[src/logic/pwo_params_pkg.sv]
/*
 * PWO parameter package
 * Arithmetic constants for the ML-DSA modulus, the memory word geometry
 * and the vector types whose widths carry a meaning in the engine.
 */

package pwo_params_pkg;

    // ======================================================================
    // Arithmetic
    // ======================================================================
    localparam int COEFF_WIDTH = 23;

    // q = 2^23 - 2^13 + 1
    localparam logic [COEFF_WIDTH-1:0] PWO_Q = 23'd8380417;

    // ======================================================================
    // Memory geometry
    // ======================================================================
    localparam int SLOT_WIDTH      = 24;
    localparam int COEFFS_PER_WORD = 4;
    localparam int POLY_WORDS      = 64;
    localparam int MEM_ADDR_WIDTH  = 15;

    // Read request to write request, in cycles
    localparam int PIPE_LATENCY = 3;

    typedef logic [COEFF_WIDTH-1:0]                 coeff_t;
    typedef logic [COEFFS_PER_WORD*SLOT_WIDTH-1:0]  mem_word_t;
    typedef logic [MEM_ADDR_WIDTH-1:0]              mem_addr_t;
    typedef logic [$clog2(POLY_WORDS)-1:0]          word_idx_t;

endpackage

[src/logic/pwo_types_pkg.sv]
/*
 * PWO types package
 * Operation and memory command encodings, plus the packed memory
 * request and the per-item lane operation that rides with the data.
 */

package pwo_types_pkg;

    // Pointwise operation selected at start
    typedef enum logic [1:0] {
        PWO_PWM = 2'd0,
        PWO_PWA = 2'd1,
        PWO_PWS = 2'd2
    } pwo_mode_t;

    // Memory port command
    typedef enum logic [1:0] {
        RW_IDLE  = 2'd0,
        RW_READ  = 2'd1,
        RW_WRITE = 2'd2
    } rw_cmd_t;

    // One request toward an external memory
    typedef struct packed {
        rw_cmd_t                   cmd;
        pwo_params_pkg::mem_addr_t addr;
    } mem_req_t;

    // Travels into the lanes aligned with the returning read data
    typedef struct packed {
        logic      valid;
        pwo_mode_t mode;
        logic      use_c;
    } lane_op_t;

endpackage

[src/logic/pwo_ctrl.sv]
/*
 * PWO controller
 * Latches the pass configuration on a start strobe, issues one read per
 * cycle to A, B and optionally C, and schedules each write exactly
 * PIPE_LATENCY cycles after its read. Signals busy and done.
 */

`timescale 1ns/10ps

module pwo_ctrl (
    input  logic                      clk,
    input  logic                      reset_n,
    input  logic                      zeroize_i,
    input  logic                      enable_i,
    input  pwo_types_pkg::pwo_mode_t  mode_i,
    input  logic                      accumulate_i,
    input  pwo_params_pkg::mem_addr_t a_base_i,
    input  pwo_params_pkg::mem_addr_t b_base_i,
    input  pwo_params_pkg::mem_addr_t c_base_i,
    output pwo_types_pkg::mem_req_t   a_rd_req_o,
    output pwo_types_pkg::mem_req_t   b_rd_req_o,
    output pwo_types_pkg::mem_req_t   c_rd_req_o,
    output pwo_types_pkg::mem_req_t   c_wr_req_o,
    output pwo_types_pkg::lane_op_t   lane_op_o,
    output logic                      busy_o,
    output logic                      done_o
);
    import pwo_params_pkg::*;
    import pwo_types_pkg::*;

    typedef enum logic [1:0] {
        ST_IDLE,
        ST_RUN,
        ST_DRAIN,
        ST_DONE
    } state_t;

    state_t    state_q, state_d;
    word_idx_t idx_q;
    pwo_mode_t mode_q;
    logic      use_c_q;
    mem_addr_t a_base_q, b_base_q, c_base_q;
    mem_addr_t rd_offset;
    logic      start, rd_active, last_word;

    // Bit i marks a word whose read went out i+1 cycles ago
    // The top bit lines up with its write
    logic [PIPE_LATENCY-1:0] wr_vld_q;
    mem_addr_t               wr_addr_q [PIPE_LATENCY];

    assign start     = (state_q == ST_IDLE) && enable_i;
    assign rd_active = (state_q == ST_RUN);
    assign last_word = (idx_q == word_idx_t'(POLY_WORDS - 1));
    assign rd_offset = mem_addr_t'(idx_q);

    // ======================================================================
    // Pass sequencing
    // ======================================================================
    always_comb begin
        state_d = state_q;
        case (state_q)
            ST_IDLE:  if (enable_i) state_d = ST_RUN;
            ST_RUN:   if (last_word) state_d = ST_DRAIN;
            // Leave once only the final write remains in flight
            ST_DRAIN: begin
                if (wr_vld_q[PIPE_LATENCY-1] && (wr_vld_q[PIPE_LATENCY-2:0] == '0)) begin
                    state_d = ST_DONE;
                end
            end
            ST_DONE:  state_d = ST_IDLE;
            default:  state_d = ST_IDLE;
        endcase
    end

    always_ff @(posedge clk or negedge reset_n) begin
        if (!reset_n) begin
            state_q  <= ST_IDLE;
            idx_q    <= '0;
            mode_q   <= PWO_PWM;
            use_c_q  <= 1'b0;
            wr_vld_q <= '0;
        end else if (zeroize_i) begin
            state_q  <= ST_IDLE;
            idx_q    <= '0;
            mode_q   <= PWO_PWM;
            use_c_q  <= 1'b0;
            wr_vld_q <= '0;
        end else begin
            state_q  <= state_d;
            wr_vld_q <= {wr_vld_q[PIPE_LATENCY-2:0], rd_active};
            if (start) begin
                idx_q   <= '0;
                mode_q  <= mode_i;
                use_c_q <= (mode_i == PWO_PWM) && accumulate_i;
            end else if (rd_active) begin
                idx_q <= idx_q + 1'b1;
            end
        end
    end

    // Base addresses and the write address delay line
    always_ff @(posedge clk) begin
        if (start) begin
            a_base_q <= a_base_i;
            b_base_q <= b_base_i;
            c_base_q <= c_base_i;
        end
        wr_addr_q[0] <= c_base_q + rd_offset;
        for (int i = 1; i < PIPE_LATENCY; i++) begin
            wr_addr_q[i] <= wr_addr_q[i-1];
        end
    end

    // ======================================================================
    // Memory requests
    // ======================================================================
    always_comb begin
        a_rd_req_o.cmd  = rd_active ? RW_READ : RW_IDLE;
        a_rd_req_o.addr = rd_active ? a_base_q + rd_offset : '0;
        b_rd_req_o.cmd  = rd_active ? RW_READ : RW_IDLE;
        b_rd_req_o.addr = rd_active ? b_base_q + rd_offset : '0;

        // Old C word only feeds multiply-accumulate
        c_rd_req_o.cmd  = (rd_active && use_c_q) ? RW_READ : RW_IDLE;
        c_rd_req_o.addr = (rd_active && use_c_q) ? c_base_q + rd_offset : '0;

        c_wr_req_o.cmd  = wr_vld_q[PIPE_LATENCY-1] ? RW_WRITE : RW_IDLE;
        c_wr_req_o.addr = wr_vld_q[PIPE_LATENCY-1] ? wr_addr_q[PIPE_LATENCY-1] : '0;
    end

    always_comb begin
        lane_op_o.valid = wr_vld_q[0];
        lane_op_o.mode  = mode_q;
        lane_op_o.use_c = use_c_q;
    end

    assign busy_o = (state_q == ST_RUN) || (state_q == ST_DRAIN);
    assign done_o = (state_q == ST_DONE);

endmodule

[config.mk]
export PLATFORM = sky130hd
export DESIGN_NAME = pwo_ctrl
export DESIGN_NICKNAME = d
export VERILOG_FILES = /design/src/logic/pwo_params_pkg.sv /design/src/logic/pwo_types_pkg.sv /design/src/logic/pwo_ctrl.sv
export SDC_FILE = /design/constraint.sdc
export NUM_CORES = 1
export LEC_CHECK = 0
export BUFFER_PORTS_ARGS = -buffer_cell sky130_fd_sc_hd__buf_2
export CORE_MARGIN = 2
export CORE_UTILIZATION = 50
export DETAILED_ROUTE_END_ITERATION = 8
export PLACE_DENSITY = 0.75
export RECOVER_POWER = 50
export SYNTH_ARGS = -nofsm -noshare
export SYNTH_HDL_FRONTEND = slang
export SYNTH_SLANG_ARGS = --single-unit
[constraint.sdc]
create_clock -name clk -period 2.29 [get_ports clk]
set_input_delay 0.1145 -clock clk [delete_from_list [all_inputs] [get_ports clk]]
set_output_delay 0.1145 -clock clk [all_outputs]
set_load 0.02 [all_outputs]
# == After elaboration in Yosys (flattened, before gate mapping) ==
# Memories as Yosys holds them, arrays and structs flattened.
# Cells that the tools add are included.
# op_classes
shifts,0
n_reduce_logical,11
div_mod_pow,0
n_eq_ne,7
muxes,20
n_addsub,4
n_bitwise,0
multipliers,0
n_lt_le_gt_ge,0
# op_table
operator,n
$mux 15,4
$add 15x6->15,3
$mux 6,3
$mux 2,7
$pmux 2 s4,1
$add 6x1->6 const B,1
$eq 6x6->1 const B,1
$logic_not 2->1,3
$ne 3x3->1 const B,2
$eq 2x2->1 const B,2
$logic_and 1x1->1,4
$mux 1,4
$mux 3,1
$ne 3x2->1 const B,1
$reduce_and 3->1,1
$reduce_bool 3->1,1
$eq 2x1->1 const B,1
$reduce_bool 2->1,1
$logic_or 1x1->1,1
# word_totals
latch_bits,0
out_inout_bits,74
register_bits,59
elab_cells,51
input_bits,52
ram_bits,45
n_memories,1
mem_bits_ro,0
# memory_table
memory,depth,width,read_ports,rd_ports_with_merged_regs,wr,line,source
wr_addr_q,3,15,3,0,3,pwo_ctrl.sv:49,mem_addr_t wr_addr_q [PIPE_LATENCY];

# == Longest topological paths before layout ==
# depth
word_depth,5
depth_mapped,7
mapped_depth_nobuf,7

# == Worst setup path before layout ==
# No wires, ideal clock.
# synth_timing
kind,register -> output
from,register idx_q[0]
to,output port b_rd_req_o[6] (netlist bit)
required_ns,2.176
path_stages_with_launch,6
path_buffers,0
t_arrival_ns,2.250
setup_slack_ns,-0.075
cell_sequence,dfrtp_1 > ha_1 > fa_1 > a211oi_1 > o21ai_0 > a221oi_1
# synth_rtl
element,line,source
"start, declared",pwo_ctrl.sv:39,word_idx_t idx_q;
"start signal, assigned",pwo_ctrl.sv:96,idx_q <= idx_q + 1'b1;
"end, declared",pwo_ctrl.sv:21,"output pwo_types_pkg::mem_req_t b_rd_req_o,"

==> run summary <==
status: complete, but fails checks
failing checks: negative setup slack
Final Routed Wirelength: 11000 um
via count: 3582
register area: 2610 sq um
RSZ-0062 raised after global routing: yes
die height: 99.0 um
DRT iter0 DRCs: 128
Non-Filler Instances: 701
pwr/cell area: 845 nW/um^2
Core Util, Final: 76.1%
initial antenna violation count: 0
worst skew pair latency: 370 ps
Core Area: 8720 sq um
Crit-path slowest cell: dfrtp_2
Slew HR: 47.3%
Overflow after GRT: 0
first-pass GRT wire length: 16800 um
GP Congestion: 0.804
R2R setup slack: 200 ps
CTS Buf Count: 9
Antenna Cells: 0
Avg Cell Area, Syn: 11.7 sq um
largest net degree at the start of global routing: 48
fin nets: 666
Leakage Power: 2.88 nW
max-slew violation count: 0
Slew @ Worst Pin: 791 ps
post-layout worst setup margin: -315 ps
Residual DRC: 0
GRT Total Usage: 21.7%
post-layout instance area: 6640 sq um
die span in x: 99.0 um
final setup fails: 31
dpl cells: 615
drt wl/cell: 15.7 um
max incr delay on CP: 470 ps
Tmin final: 2600 ps
Post-synth top flop: edfxtp_1
largest cells by area after synthesis: edfxtp_1, dfxtp_1, dfrtp_1
Antenna Nets Post-Route: 0
Ys Warns: 0
distinct cell type count after synthesis: 43
Fin Setup TNS: -5520 ps
Post-synth EDFFs: 45
Layout area overhead: 47.3%
cell area after synthesis: 4510 sq um
Max Fclk: 384 MHz
Commonest cells post-synth: dfxtp_1, edfxtp_1, nor2_1, and2_1, ha_1
critical path arrival: 2490 ps
max cap viols: 0
largest area contributor in the netlist: edfxtp_1
CTS tree: done
Max FO, Critical Path: 6
flops & latches, synth: 104
critical path type: register to output port
Final Skew: 8.25 ps
IO Pins: 126
Reg clk slew, reported paths: 110 ps
asr flop ratio synth: 13.5%
Post-Synthesis Cells: 385
sequential area share after synthesis: 57.7%
layout cells sized above 1: 37.6%
buffers added on ports: 121
Critical Path End Type: output port
Final period util: 114%
HPWL after detailed placement: 6650 um
CTS sink count: 104
TritonRoute pass-1 iters: 4
total power: 5.61 mW
Starting Density: 51.7%
final hold slack: 229 ps
die area: 9790 sq um
DP Worst Slack: -87.6 ps
Worst Path Required: 2180 ps
Via density: 5.11
DP Area: 5290 sq um
fillers: 548
Yosys top cell area share: 30.0%
worst vdd ir: 0.479 mV
H-tree Lvls: 3
vias in the first global route: 3582
CTS Buffer Depth: 2
startpoint type of the worst setup path: register
HP Class: primary input to register
Core Rows: 34
clk root buf: clkbuf_8
Hold Vio Cnt, Final: 0
crit-path cells: ha_2 -> fa_2 -> a211oi_2 -> o211ai_1 -> nand4_1 -> xnor2_1 -> and2_4 -> buf_6
area of the multi-input gates: 2150 sq um
-- layout make-up --
| class | count | area share [%] |
|---|---|---|
| tap | 108 | 2.04 |
| clock inverter | 7 | 1.30 |
| inverter | 9 | 0.509 |
| timing repair buffer | 206 | 22.6 |
| sequential | 104 | 39.3 |
| clock buffer | 9 | 1.87 |
| multi-input combinational | 258 | 32.4 |
-- per-layer routing --
| metal | up-vias | global-route usage [%] | wire [um] |
|---|---|---|---|
| met4 | 0 | 7.90 | 230 |
| met2 | 122 | 39.7 | 5810 |
| met1 | 1690 | 25.0 | 4330 |
| met3 | 22 | 4.40 | 602 |
| met5 | - | 0 | 0 |
| li1 | 1748 | - | - |
-- logic make-up (layout without fill, tap and decap cells) --
group | Yosys count | in the layout | share of synthesized area (%)
adders and majority gates | 26 | 26 | 7.72
buffers and inverters | 26 | 231 | 2.94
muxes | 2 | 2 | 0.444
and+or+nand+nor | 126 | 126 | 14.6
other | 1 | 4 | 0.0832
xor gates and xnor gates | 39 | 39 | 7.58
DFF | 104 | 104 | 57.7
AOI/OAI and AO/OA | 61 | 61 | 8.94
-- what timing repair did --
action                                 CTS  global route
setup endpoints to repair               33            33
buffers inserted                         9            10
pin swaps                               21            28
hold buffers                            52             0
resized for setup                       78            35
endpoints found under the hold margin   63             0
-- critical path: cells and delay by family (launching register included) --
| kind | cells | cell delay [ps] |
|---|---|---|
| flip-flops | 1 | 470 |
| AO/OA/AOI/OAI | 2 | 480 |
| adder cells (fa/ha/maj) | 2 | 570 |
| AND/OR/NAND/NOR | 2 | 350 |
| buffers and inverters | 1 | 110 |
| XOR/XNOR | 1 | 140 |
-- path summary, 6_finish.rpt --
check                            startpoint          endpoint  depth (start not counted)
min reg2reg                wr_addr_q[0][11]  wr_addr_q[0][26]                          0
max reg2reg                      state_q[1]         mode_q[0]                          8
max in group asynchronous           reset_n          idx_q[2]                          2
min                                enable_i        state_q[0]                          5
max                                idx_q[0]    c_rd_req_o[14]                          8
min in group asynchronous           reset_n          idx_q[0]                          2
-- where the power goes --
group | internal (mW) | switching [mW]
Combinational | 0.771 | 1.02
Sequential | 2.44 | 0.232
Clock | 0.440 | 0.711
-- cell usage in the layout (no fill, tap or decap), types with 10 or more instances in the layout --
cell	instances
xor2_1	21
ha_4	12
dlygate4sd3_1	52
edfxtp_1	45
buf_2	85
and2_1	28
nand2_1	16
buf_4	44
nor2_1	35
dfxtp_1	45
buf_6	15
nand4_1	10
xnor2_1	12
a21oi_1	10
-- registers in the layout, indices dropped and copies added (netlist names) --
| signal | count |
|---|---|
| a_base_q | 15 |
| b_base_q | 15 |
| c_base_q | 15 |
| idx_q | 6 |
| mode_q | 2 |
| state_q | 2 |
| use_c_q | 1 |
| wr_addr_q | 45 |
| wr_vld_q | 3 |
Power figures use the tool's default switching activity.
