`src/logic/pwo_params_pkg.sv`:
```
/*
 * PWO parameter package
 * Arithmetic constants for the ML-DSA modulus, the memory word geometry
 * and the vector types whose widths carry a meaning in the engine.
 */

package pwo_params_pkg;

    // ======================================================================
    // Arithmetic
    // ======================================================================
    localparam int COEFF_WIDTH = 23;

    // q = 2^23 - 2^13 + 1
    localparam logic [COEFF_WIDTH-1:0] PWO_Q = 23'd8380417;

    // ======================================================================
    // Memory geometry
    // ======================================================================
    localparam int SLOT_WIDTH      = 24;
    localparam int COEFFS_PER_WORD = 4;
    localparam int POLY_WORDS      = 64;
    localparam int MEM_ADDR_WIDTH  = 15;

    // Read request to write request, in cycles
    localparam int PIPE_LATENCY = 3;

    typedef logic [COEFF_WIDTH-1:0]                 coeff_t;
    typedef logic [COEFFS_PER_WORD*SLOT_WIDTH-1:0]  mem_word_t;
    typedef logic [MEM_ADDR_WIDTH-1:0]              mem_addr_t;
    typedef logic [$clog2(POLY_WORDS)-1:0]          word_idx_t;

endpackage

```
`src/logic/pwo_types_pkg.sv`:
```
/*
 * PWO types package
 * Operation and memory command encodings, plus the packed memory
 * request and the per-item lane operation that rides with the data.
 */

package pwo_types_pkg;

    // Pointwise operation selected at start
    typedef enum logic [1:0] {
        PWO_PWM = 2'd0,
        PWO_PWA = 2'd1,
        PWO_PWS = 2'd2
    } pwo_mode_t;

    // Memory port command
    typedef enum logic [1:0] {
        RW_IDLE  = 2'd0,
        RW_READ  = 2'd1,
        RW_WRITE = 2'd2
    } rw_cmd_t;

    // One request toward an external memory
    typedef struct packed {
        rw_cmd_t                   cmd;
        pwo_params_pkg::mem_addr_t addr;
    } mem_req_t;

    // Travels into the lanes aligned with the returning read data
    typedef struct packed {
        logic      valid;
        pwo_mode_t mode;
        logic      use_c;
    } lane_op_t;

endpackage

```
`src/logic/pwo_mod_mul.sv`:
```
/*
 * Modular multiplier for q = 8380417
 * Stage one registers the full product, stage two folds the high part
 * using 2^23 = 2^13 - 1 mod q and ends with one conditional subtract.
 * Two cycles of latency, one new operand pair per cycle.
 */

`timescale 1ns/10ps

module pwo_mod_mul (
    input  logic                   clk,
    input  logic                   reset_n,
    input  logic                   zeroize_i,
    input  pwo_params_pkg::coeff_t a_i,
    input  pwo_params_pkg::coeff_t b_i,
    output pwo_params_pkg::coeff_t p_o
);
    import pwo_params_pkg::*;

    logic [2*COEFF_WIDTH-1:0] prod_q;
    logic [36:0]              fold1;
    logic [27:0]              fold2;
    logic [23:0]              fold3;
    coeff_t                   red;

    // Each fold maps H*2^23 + L onto H*2^13 - H + L
    assign fold1 = {1'b0, prod_q[45:23], 13'd0} + 37'(prod_q[22:0]) - 37'(prod_q[45:23]);
    assign fold2 = {1'b0, fold1[36:23], 13'd0} + 28'(fold1[22:0]) - 28'(fold1[36:23]);

    // High part is now only 5 bits wide
    assign fold3 = 24'({fold2[27:23], 13'd0}) + 24'(fold2[22:0]) - 24'(fold2[27:23]);

    // fold3 stays below 2q here
    always_comb begin
        if (fold3 >= 24'(PWO_Q)) begin
            red = coeff_t'(fold3 - 24'(PWO_Q));
        end else begin
            red = fold3[COEFF_WIDTH-1:0];
        end
    end

    always_ff @(posedge clk or negedge reset_n) begin
        if (!reset_n) begin
            prod_q <= '0;
            p_o    <= '0;
        end else if (zeroize_i) begin
            prod_q <= '0;
            p_o    <= '0;
        end else begin
            prod_q <= a_i * b_i;
            p_o    <= red;
        end
    end

endmodule

```
`src/logic/pwo_lane.sv`:
```
/*
 * PWO coefficient lane
 * Runs a multiply in parallel with a modular add or subtract, aligns
 * the two paths and picks the result by mode, adding the old C
 * coefficient for multiply-accumulate.
 */

`timescale 1ns/10ps

module pwo_lane (
    input  logic                    clk,
    input  logic                    reset_n,
    input  logic                    zeroize_i,
    input  pwo_types_pkg::lane_op_t op_i,
    input  pwo_params_pkg::coeff_t  a_i,
    input  pwo_params_pkg::coeff_t  b_i,
    input  pwo_params_pkg::coeff_t  c_i,
    output pwo_params_pkg::coeff_t  r_o
);
    import pwo_params_pkg::*;
    import pwo_types_pkg::*;

    function automatic coeff_t add_mod(coeff_t x, coeff_t y);
        logic [COEFF_WIDTH:0] s;
        s = {1'b0, x} + {1'b0, y};
        if (s >= {1'b0, PWO_Q}) begin
            s = s - {1'b0, PWO_Q};
        end
        return s[COEFF_WIDTH-1:0];
    endfunction

    function automatic coeff_t sub_mod(coeff_t x, coeff_t y);
        coeff_t d;
        d = x - y;
        // Wraps back into range modulo 2^23
        if (x < y) begin
            d = d + PWO_Q;
        end
        return d;
    endfunction

    lane_op_t op_q1, op_q2;
    coeff_t   addsub_d, addsub_q1, addsub_q2;
    coeff_t   c_q1, c_q2;
    coeff_t   prod, base;

    assign addsub_d = (op_i.mode == PWO_PWS) ? sub_mod(a_i, b_i) : add_mod(a_i, b_i);

    pwo_mod_mul mul0 (
        .clk       (clk),
        .reset_n   (reset_n),
        .zeroize_i (zeroize_i),
        .a_i       (a_i),
        .b_i       (b_i),
        .p_o       (prod)
    );

    // Two stages to match the multiplier
    always_ff @(posedge clk or negedge reset_n) begin
        if (!reset_n) begin
            op_q1     <= '0;
            op_q2     <= '0;
            addsub_q1 <= '0;
            addsub_q2 <= '0;
            c_q1      <= '0;
            c_q2      <= '0;
        end else if (zeroize_i) begin
            op_q1     <= '0;
            op_q2     <= '0;
            addsub_q1 <= '0;
            addsub_q2 <= '0;
            c_q1      <= '0;
            c_q2      <= '0;
        end else begin
            op_q1 <= op_i;
            op_q2 <= op_q1;
            if (op_i.valid) begin
                addsub_q1 <= addsub_d;
                c_q1      <= c_i;
            end
            if (op_q1.valid) begin
                addsub_q2 <= addsub_q1;
                c_q2      <= c_q1;
            end
        end
    end

    always_comb begin
        base = (op_q2.mode == PWO_PWM) ? prod : addsub_q2;
        r_o  = op_q2.use_c ? add_mod(base, c_q2) : base;
    end

endmodule

```
`config.mk`:
```
export PLATFORM = sky130hd
export DESIGN_NAME = pwo_lane
export DESIGN_NICKNAME = d
export VERILOG_FILES = /design/src/logic/pwo_params_pkg.sv /design/src/logic/pwo_types_pkg.sv /design/src/logic/pwo_mod_mul.sv /design/src/logic/pwo_lane.sv
export SDC_FILE = /design/constraint.sdc
export NUM_CORES = 2
export LEC_CHECK = 0
export BUFFER_PORTS_ARGS = -buffer_cell sky130_fd_sc_hd__buf_2
export CAP_MARGIN = 20
export CORE_ASPECT_RATIO = 1.4
export CORE_MARGIN = 3
export CORE_UTILIZATION = 70
export CTS_CLUSTER_DIAMETER = 30
export DETAILED_ROUTE_END_ITERATION = 6
export HOLD_SLACK_MARGIN = 0.15
export PLACE_DENSITY = 0.88
export SLEW_MARGIN = 10
export SYNTH_ARGS = -nofsm -noshare
export SYNTH_HDL_FRONTEND = slang
export SYNTH_SLANG_ARGS = --single-unit
```
`constraint.sdc`:
```
create_clock -name clk -period 23.2 [get_ports clk]
set_input_delay 4.64 -clock clk [delete_from_list [all_inputs] [get_ports clk]]
set_output_delay 4.64 -clock clk [all_outputs]
set_load 0.01 [all_outputs]
```
Word-level counts from Yosys, hierarchy flattened
Index checks and enable logic that the tools add are counted.
{ "word_totals": {"ff_bits": 168, "out_inout_bits": 23, "elab_cells": 52} }
{ "op_classes": {"addsub": 13, "n_mul": 1, "order_cmp": 4, "eq_ne": 1, "muxes": 19, "n_reduce_logical": 3} }
{ "op_table": {"columns": ["operator", "n"], "rows": [
  ["$mux W23", 16],
  ["$ge A24 B23 Y1 const B", 3],
  ["$sub A23 B23 Y23 const B", 3],
  ["$add A23 B23 Y24", 2],
  ["$mul A23 B23 Y46", 1],
  ["$mux W46", 1],
  ["$add A36 B23 Y37", 1],
  ["$sub A37 B23 Y37", 1],
  ["$add A27 B23 Y28", 1],
  ["$sub A28 B14 Y28", 1],
  ["$add A18 B23 Y24", 1],
  ["$sub A24 B5 Y24", 1],
  ["$add A23 B23 Y23 const B", 1],
  ["$lt A23 B23 Y1", 1],
  ["$sub A23 B23 Y23", 1],
  ["$mux W4", 1],
  ["$reduce_bool A2 Y1", 2],
  ["$mux W3", 1],
  ["$eq A2 B2 Y1 const B", 1],
  ["$logic_not A2 Y1", 1]
]} }

Longest topological paths before layout
{ "depth": {"depth_word": 9, "ltp_mapped": 45, "mapped_depth_nobuf": 44} }

Cells and area by module
A second synthesis with hierarchy kept.
{ "unflattened": {"hier_cells": 4275, "hier_area_um2": 35838.1} }
{ "by_module_without_submodules": {"columns": ["mod", "instances", "cells_per_inst", "area_per_inst_um2", "seq_area_each_um2"], "rows": [
  ["pwo_mod_mul", 1, 2952, 25130.4, 1726.7],
  ["pwo_lane", 1, 1323, 10707.8, 2477.4]
]} }

Worst setup path before layout
OpenSTA, ideal clock, no wires.
{ "synth_timing": {"path_type": "input-to-reg", "start": "in b_i[8]", "end": "reg mul0.prod_q[40]", "setup_time_ns": 0.125, "arrival_time_ns": 10.969, "t_required_ns": 23.075, "setup_slack_ns": 12.107, "stages": 25, "path_buffers": 1, "cell_sequence": "clkbuf_1 nand2_1 fa_1 inv_1 fa_1 inv_1 fa_1 inv_1 fa_1 inv_1 fa_1 fa_1 inv_1 fa_1 ha_1 and3_1 and4_1 a21oi_1 o21ai_0 o21ai_0 a211oi_1 nor2_1 o21bai_1 a41oi_1 mux2_2"} }
{ "synth_between": {"elab_chain_cells": 2} }
{ "synth_lines": {"columns": ["item", "line", "source"], "rows": [
  ["from (decl)", "pwo_lane.sv:16", "input pwo_params_pkg::coeff_t b_i,"],
  ["$mul A23 B23 Y46", "pwo_mod_mul.sv:50", "prod_q <= a_i * b_i;"],
  ["$mux W46", "pwo_mod_mul.sv:46", "end else if (zeroize_i) begin"],
  ["to (signal assigned)", "pwo_mod_mul.sv:50", null],
  ["to (decl)", "pwo_mod_mul.sv:20", "logic [2*COEFF_WIDTH-1:0] prod_q;"]
]} }
No other way between the ends.
A chain may end at the register's enable or synchronous reset.

Worst setup path after layout
{ "layout_timing": {"start": "in a_i[10]", "end": "reg mul0.prod_q[40]"} }
{ "layout_between": {"elab_chain_cells": 2} }
{ "layout_lines": {"columns": ["item", "line", "source"], "rows": [
  ["from (decl)", "pwo_lane.sv:15", "input pwo_params_pkg::coeff_t a_i,"],
  ["$mul A23 B23 Y46", "pwo_mod_mul.sv:50", null],
  ["$mux W46", "pwo_mod_mul.sv:46", null]
]} }
No other way between the ends.

==> impl.org <==
** STA
- The final number of max-transition violations came to 0.
- Setup repair after global routing left no endpoint under its margin.
- On the final layout, the worst clock skew is 16.81 ps.
- At the pin with the least slew margin, the transition time is approximately 1000 ps.
- Setup slack closes at 11420 ps.
- Dividing the final minimum period by the clock period gives 50.76%.
- Based on the critical path, the design can be clocked at up to 84.91 MHz.
- Across all hold checks on the routed design, the worst slack comes to between 400 and 500 ps.
- In the final timing run, aggregate negative setup slack is 0 ps.
- In this run the tightest slew margin relative to its limit is around 32%.
- Period minus WS final :: approximately 12000 ps
- Total count of hold-check failures in the final report :: 0
- Total setup violations reported at the end of the flow :: 0

** Synth
- Each instance of the synthesized netlist takes up on average ~8.4 µm².
- For this run, the number of Yosys warnings is 0.
- Post-synth top flop :: sky130_fd_sc_hd__dfrtp_1
- The synthesized design spends more area on one cell type than any other, namely sky130_fd_sc_hd__fa_1.
- Async set-reset flop share out of synthesis :: 100.0%
- Area share of the leading cell type in the synthesized netlist :: around 26%
- Flop and latch count out of synthesis :: about 170
- Share of cell area taken by muxes after synthesis :: 3.133%
- Synthesized-area fraction occupied by ao, oa, aoi and oai cells :: 13.83%
- Ranking of synthesized cells by instance count :: sky130_fd_sc_hd__inv_1 (663), sky130_fd_sc_hd__nand2_1 (517), sky130_fd_sc_hd__fa_1 (454)
- Yosys mapped a number of flops with a built-in enable equal to 0.
- Post-synthesis adder-cell area fraction :: 39.10%
- Of the total synthesized cell area, the portion taken by XOR and XNOR cells is 5.752%.
- Summing the areas of all and, or, nand and nor instances in the mapped netlist gives ~17% of the synthesized area.
- In the post-synthesis netlist, the cell with the most instances is sky130_fd_sc_hd__inv_1.
- After synthesis, flip-flops and latches occupy between 10% and 20% of the total area.
- The number of nets handed over by synthesis was roughly 5100.
- Synthesis handed over a netlist of roughly 4200 instances.
- The number of different library cells used by synthesis comes to between 90 and 100.
- Netlist Area Pre-Place :: 35020 µm²
- After synthesis, the cell types taking the most area are sky130_fd_sc_hd__fa_1 (26%), sky130_fd_sc_hd__ha_1 (13%), sky130_fd_sc_hd__dfrtp_1 (12%), sky130_fd_sc_hd__inv_1 (7.1%), sky130_fd_sc_hd__nand2_1 (5.5%).
- Main combinational cell family by area after synthesis :: adder cells

** Setup path
- Slowest stage cell on the critical path :: sky130_fd_sc_hd__fa_1
- The cell that appears most often on the critical path is sky130_fd_sc_hd__fa_1.
- Startpoint of the most critical register-to-register path :: mul0.prod_q[24]
- The worst setup path is launched from an input pin.
- On the worst path, the slowest cell contributes a delay of 590 ps.
- CP Data Arrival Time :: 12130 ps
- Together, buffers and inverters on the worst path number 7.
- In this run the worst path has a maximum fanout of 24.
- STA classifies the critical path endpoint as a flip-flop.
- The worst register-to-register path ends at mul0.p_o[3].
- By startpoint and endpoint, the worst setup path is classified as input pin to flip-flop.
- The worst register-to-register path has a depth of around 40.
- Kind of cell adding the most delay to the critical path :: adder cells
- At the worst endpoint, the required time is ~24000 ps.
- R2R Setup Slk :: 11830 ps

** Hold path
- For hold timing, the worst endpoint is op_q2[2].
- Hold Path Cell Cnt :: 1
- In this run the most critical hold path is launched from op_q1[2].
- The path class of the tightest hold or removal check is flip-flop to flip-flop.

** Global routing
- The initial antenna violation count is 7.
- Total gr overflow :: 0
- Entering global routing, the biggest net connects 76 pins.
- The first global-routing pass estimated 168300 µm of wire.
- Total global-route track usage :: 40.63%
- Via count of the first global-routing pass :: about 32000

** Routing
- Iter 0 DRT Violations :: 2612
- Antenna-violating nets left :: 0
- Wires add up to between 100000 and 150000 µm.
- Before antenna repair, the detailed router went through 7 iterations.
- Via count :: 30670
- In the routed design, unresolved DRC markers number 1.
- In the final routed layout, each cell accounts on average for 22.20 µm.
- Using the TritonRoute via totals, the vias-per-cell ratio works out to ~6.4.

** Clocking
- Post-CTS Hold Buffers :: 0
- Maximum number of buffers from clock root to sink :: 2
- In this run the number of H-tree levels came out at 4.
- The clock drives ~170 sinks.
- Clock-pin slew on the worst setup and hold paths :: approximately 80 ps
- Number of buffers inserted by post-CTS setup repair :: 0
- Resized Gates After CTS :: 0
- CTS root buffer :: sky130_fd_sc_hd__clkbuf_16
- CTS tree :: yes
- The clock reaches the later pin of the worst-skew pair after 460 ps.
- The number of clock buffers added by TritonCTS is 17.

** Die
- The floorplan step set the die width to 195.0 µm.
- Pin placement for this block handled a little under 100 I/O pins.
- Standard cell core area :: a little under 50000 µm²
- For this configuration, the core starts out at a cell density of 71.11%.
- Number of standard-cell rows in the floorplan :: 96
- Area of the die :: between 50000 and 60000 µm²
- The die is approximately 270 µm tall.

** Layout
- Compared with the post-synthesis result, the final layout area differs by 3.887%.
- Share of the core filled with cells :: between 70% and 80%
- Ratio of cells with drive above 1 in the final layout :: about 5.1%
- Final net count :: slightly above 5000

** Run
- Max Cap Viol :: 0

** Status
- Failing checks :: design-rule violations
- Result of the run :: finished with violations

** Placement
- OpenSTA, run right after detailed placement, puts the worst setup slack at roughly 11000 ps.
- The count of buffers added on input and output ports is 98.
- Summed over all nets, the half-perimeter wirelength after detailed placement is 82210 µm.
- Weighted congestion reported at the end of routability-driven placement :: 1.052
metal layers:
metal | vias to the layer above | track usage [%] | wire [µm]
met4 | 10 | 37.69 | 12790
met2 | 1792 | 65.56 | 49330
li1 | 13540 | - | -
met3 | 650 | 9.791 | 9287
met1 | 14680 | 43.65 | 34810
met5 | - | 0 | 56
placed cells by master, fill, tap and decap left out, types with 83 or more instances in the layout:
master,synthesis,final
sky130_fd_sc_hd__nand2_1,517,517
sky130_fd_sc_hd__a21o_1,83,83
sky130_fd_sc_hd__buf_2,11,96
sky130_fd_sc_hd__nor2_1,298,297
sky130_fd_sc_hd__inv_1,663,663
sky130_fd_sc_hd__xnor2_1,141,141
sky130_fd_sc_hd__fa_1,454,454
sky130_fd_sc_hd__xor2_1,89,89
sky130_fd_sc_hd__dfrtp_1,168,167
sky130_fd_sc_hd__a21oi_1,210,210
sky130_fd_sc_hd__o21ai_0,111,111
sky130_fd_sc_hd__ha_1,368,368
sky130_fd_sc_hd__and2_1,142,142
cells by family (layout without fill, tap and decap cells):
group / after synthesis / count (layout)
flops: 168 / 168
other cells: 0 / 5
fa+ha+maj: 822 / 822
mux: 106 / 106
buf+inv: 842 / 809
simple gates: 1286 / 1286
xor+xnor: 230 / 230
compound gates: 724 / 724
worst max-delay path by stage:
stage                 start         endpoint  slack [ps]  depth (start not counted)
global route        a_i[10]  mul0.prod_q[45]       11050                         27
finish              a_i[10]  mul0.prod_q[40]       11420                         26
CTS                 a_i[10]  mul0.prod_q[40]       11520                         26
detailed placement  a_i[10]  mul0.prod_q[40]       11060                         26
global placement    a_i[10]  mul0.prod_q[40]       11160                         26
floorplan            b_i[8]  mul0.prod_q[40]       12110                         25
sequential cells by signal, indices dropped and copies added, names as in the netlist:
| signal | flops |
|---|---|
| addsub_q2 | 23 |
| op_q1 | 4 |
| addsub_q1 | 23 |
| mul0.prod_q | 46 |
| c_q2 | 23 |
| op_q2 | 3 |
| mul0.p_o | 23 |
| c_q1 | 23 |
through the flow:
| stage | cells | area [µm²] |
|---|---|---|
| 6_report | 4787 | 36380 |
| 5_1_grt | 4782 | 36370 |
| 4_1_cts | 4782 | 36370 |
| 3_5_place_dp | 4750 | 35740 |
| 3_3_place_gp | 4750 | 35740 |
| 2_1_floorplan | 4178 | 35020 |
final cells by class:
| class | count | area, µm² |
|---|---|---|
| multi-input combinational | 3168 | 27640 |
| timing repair buffer | 111 | 596.8 |
| clock inverter | 15 | 203.9 |
| clock buffer | 17 | 425.4 |
| tap | 637 | 797.0 |
| inverter | 666 | 2500 |
| sequential | 168 | 4205 |
| antenna | 5 | 12.51 |
| fill | 3660 | 12870 |
Power is left out: the tool's default activity adds up to more than one toggle a clock period on the data nets, which glitch-free logic cannot reach.
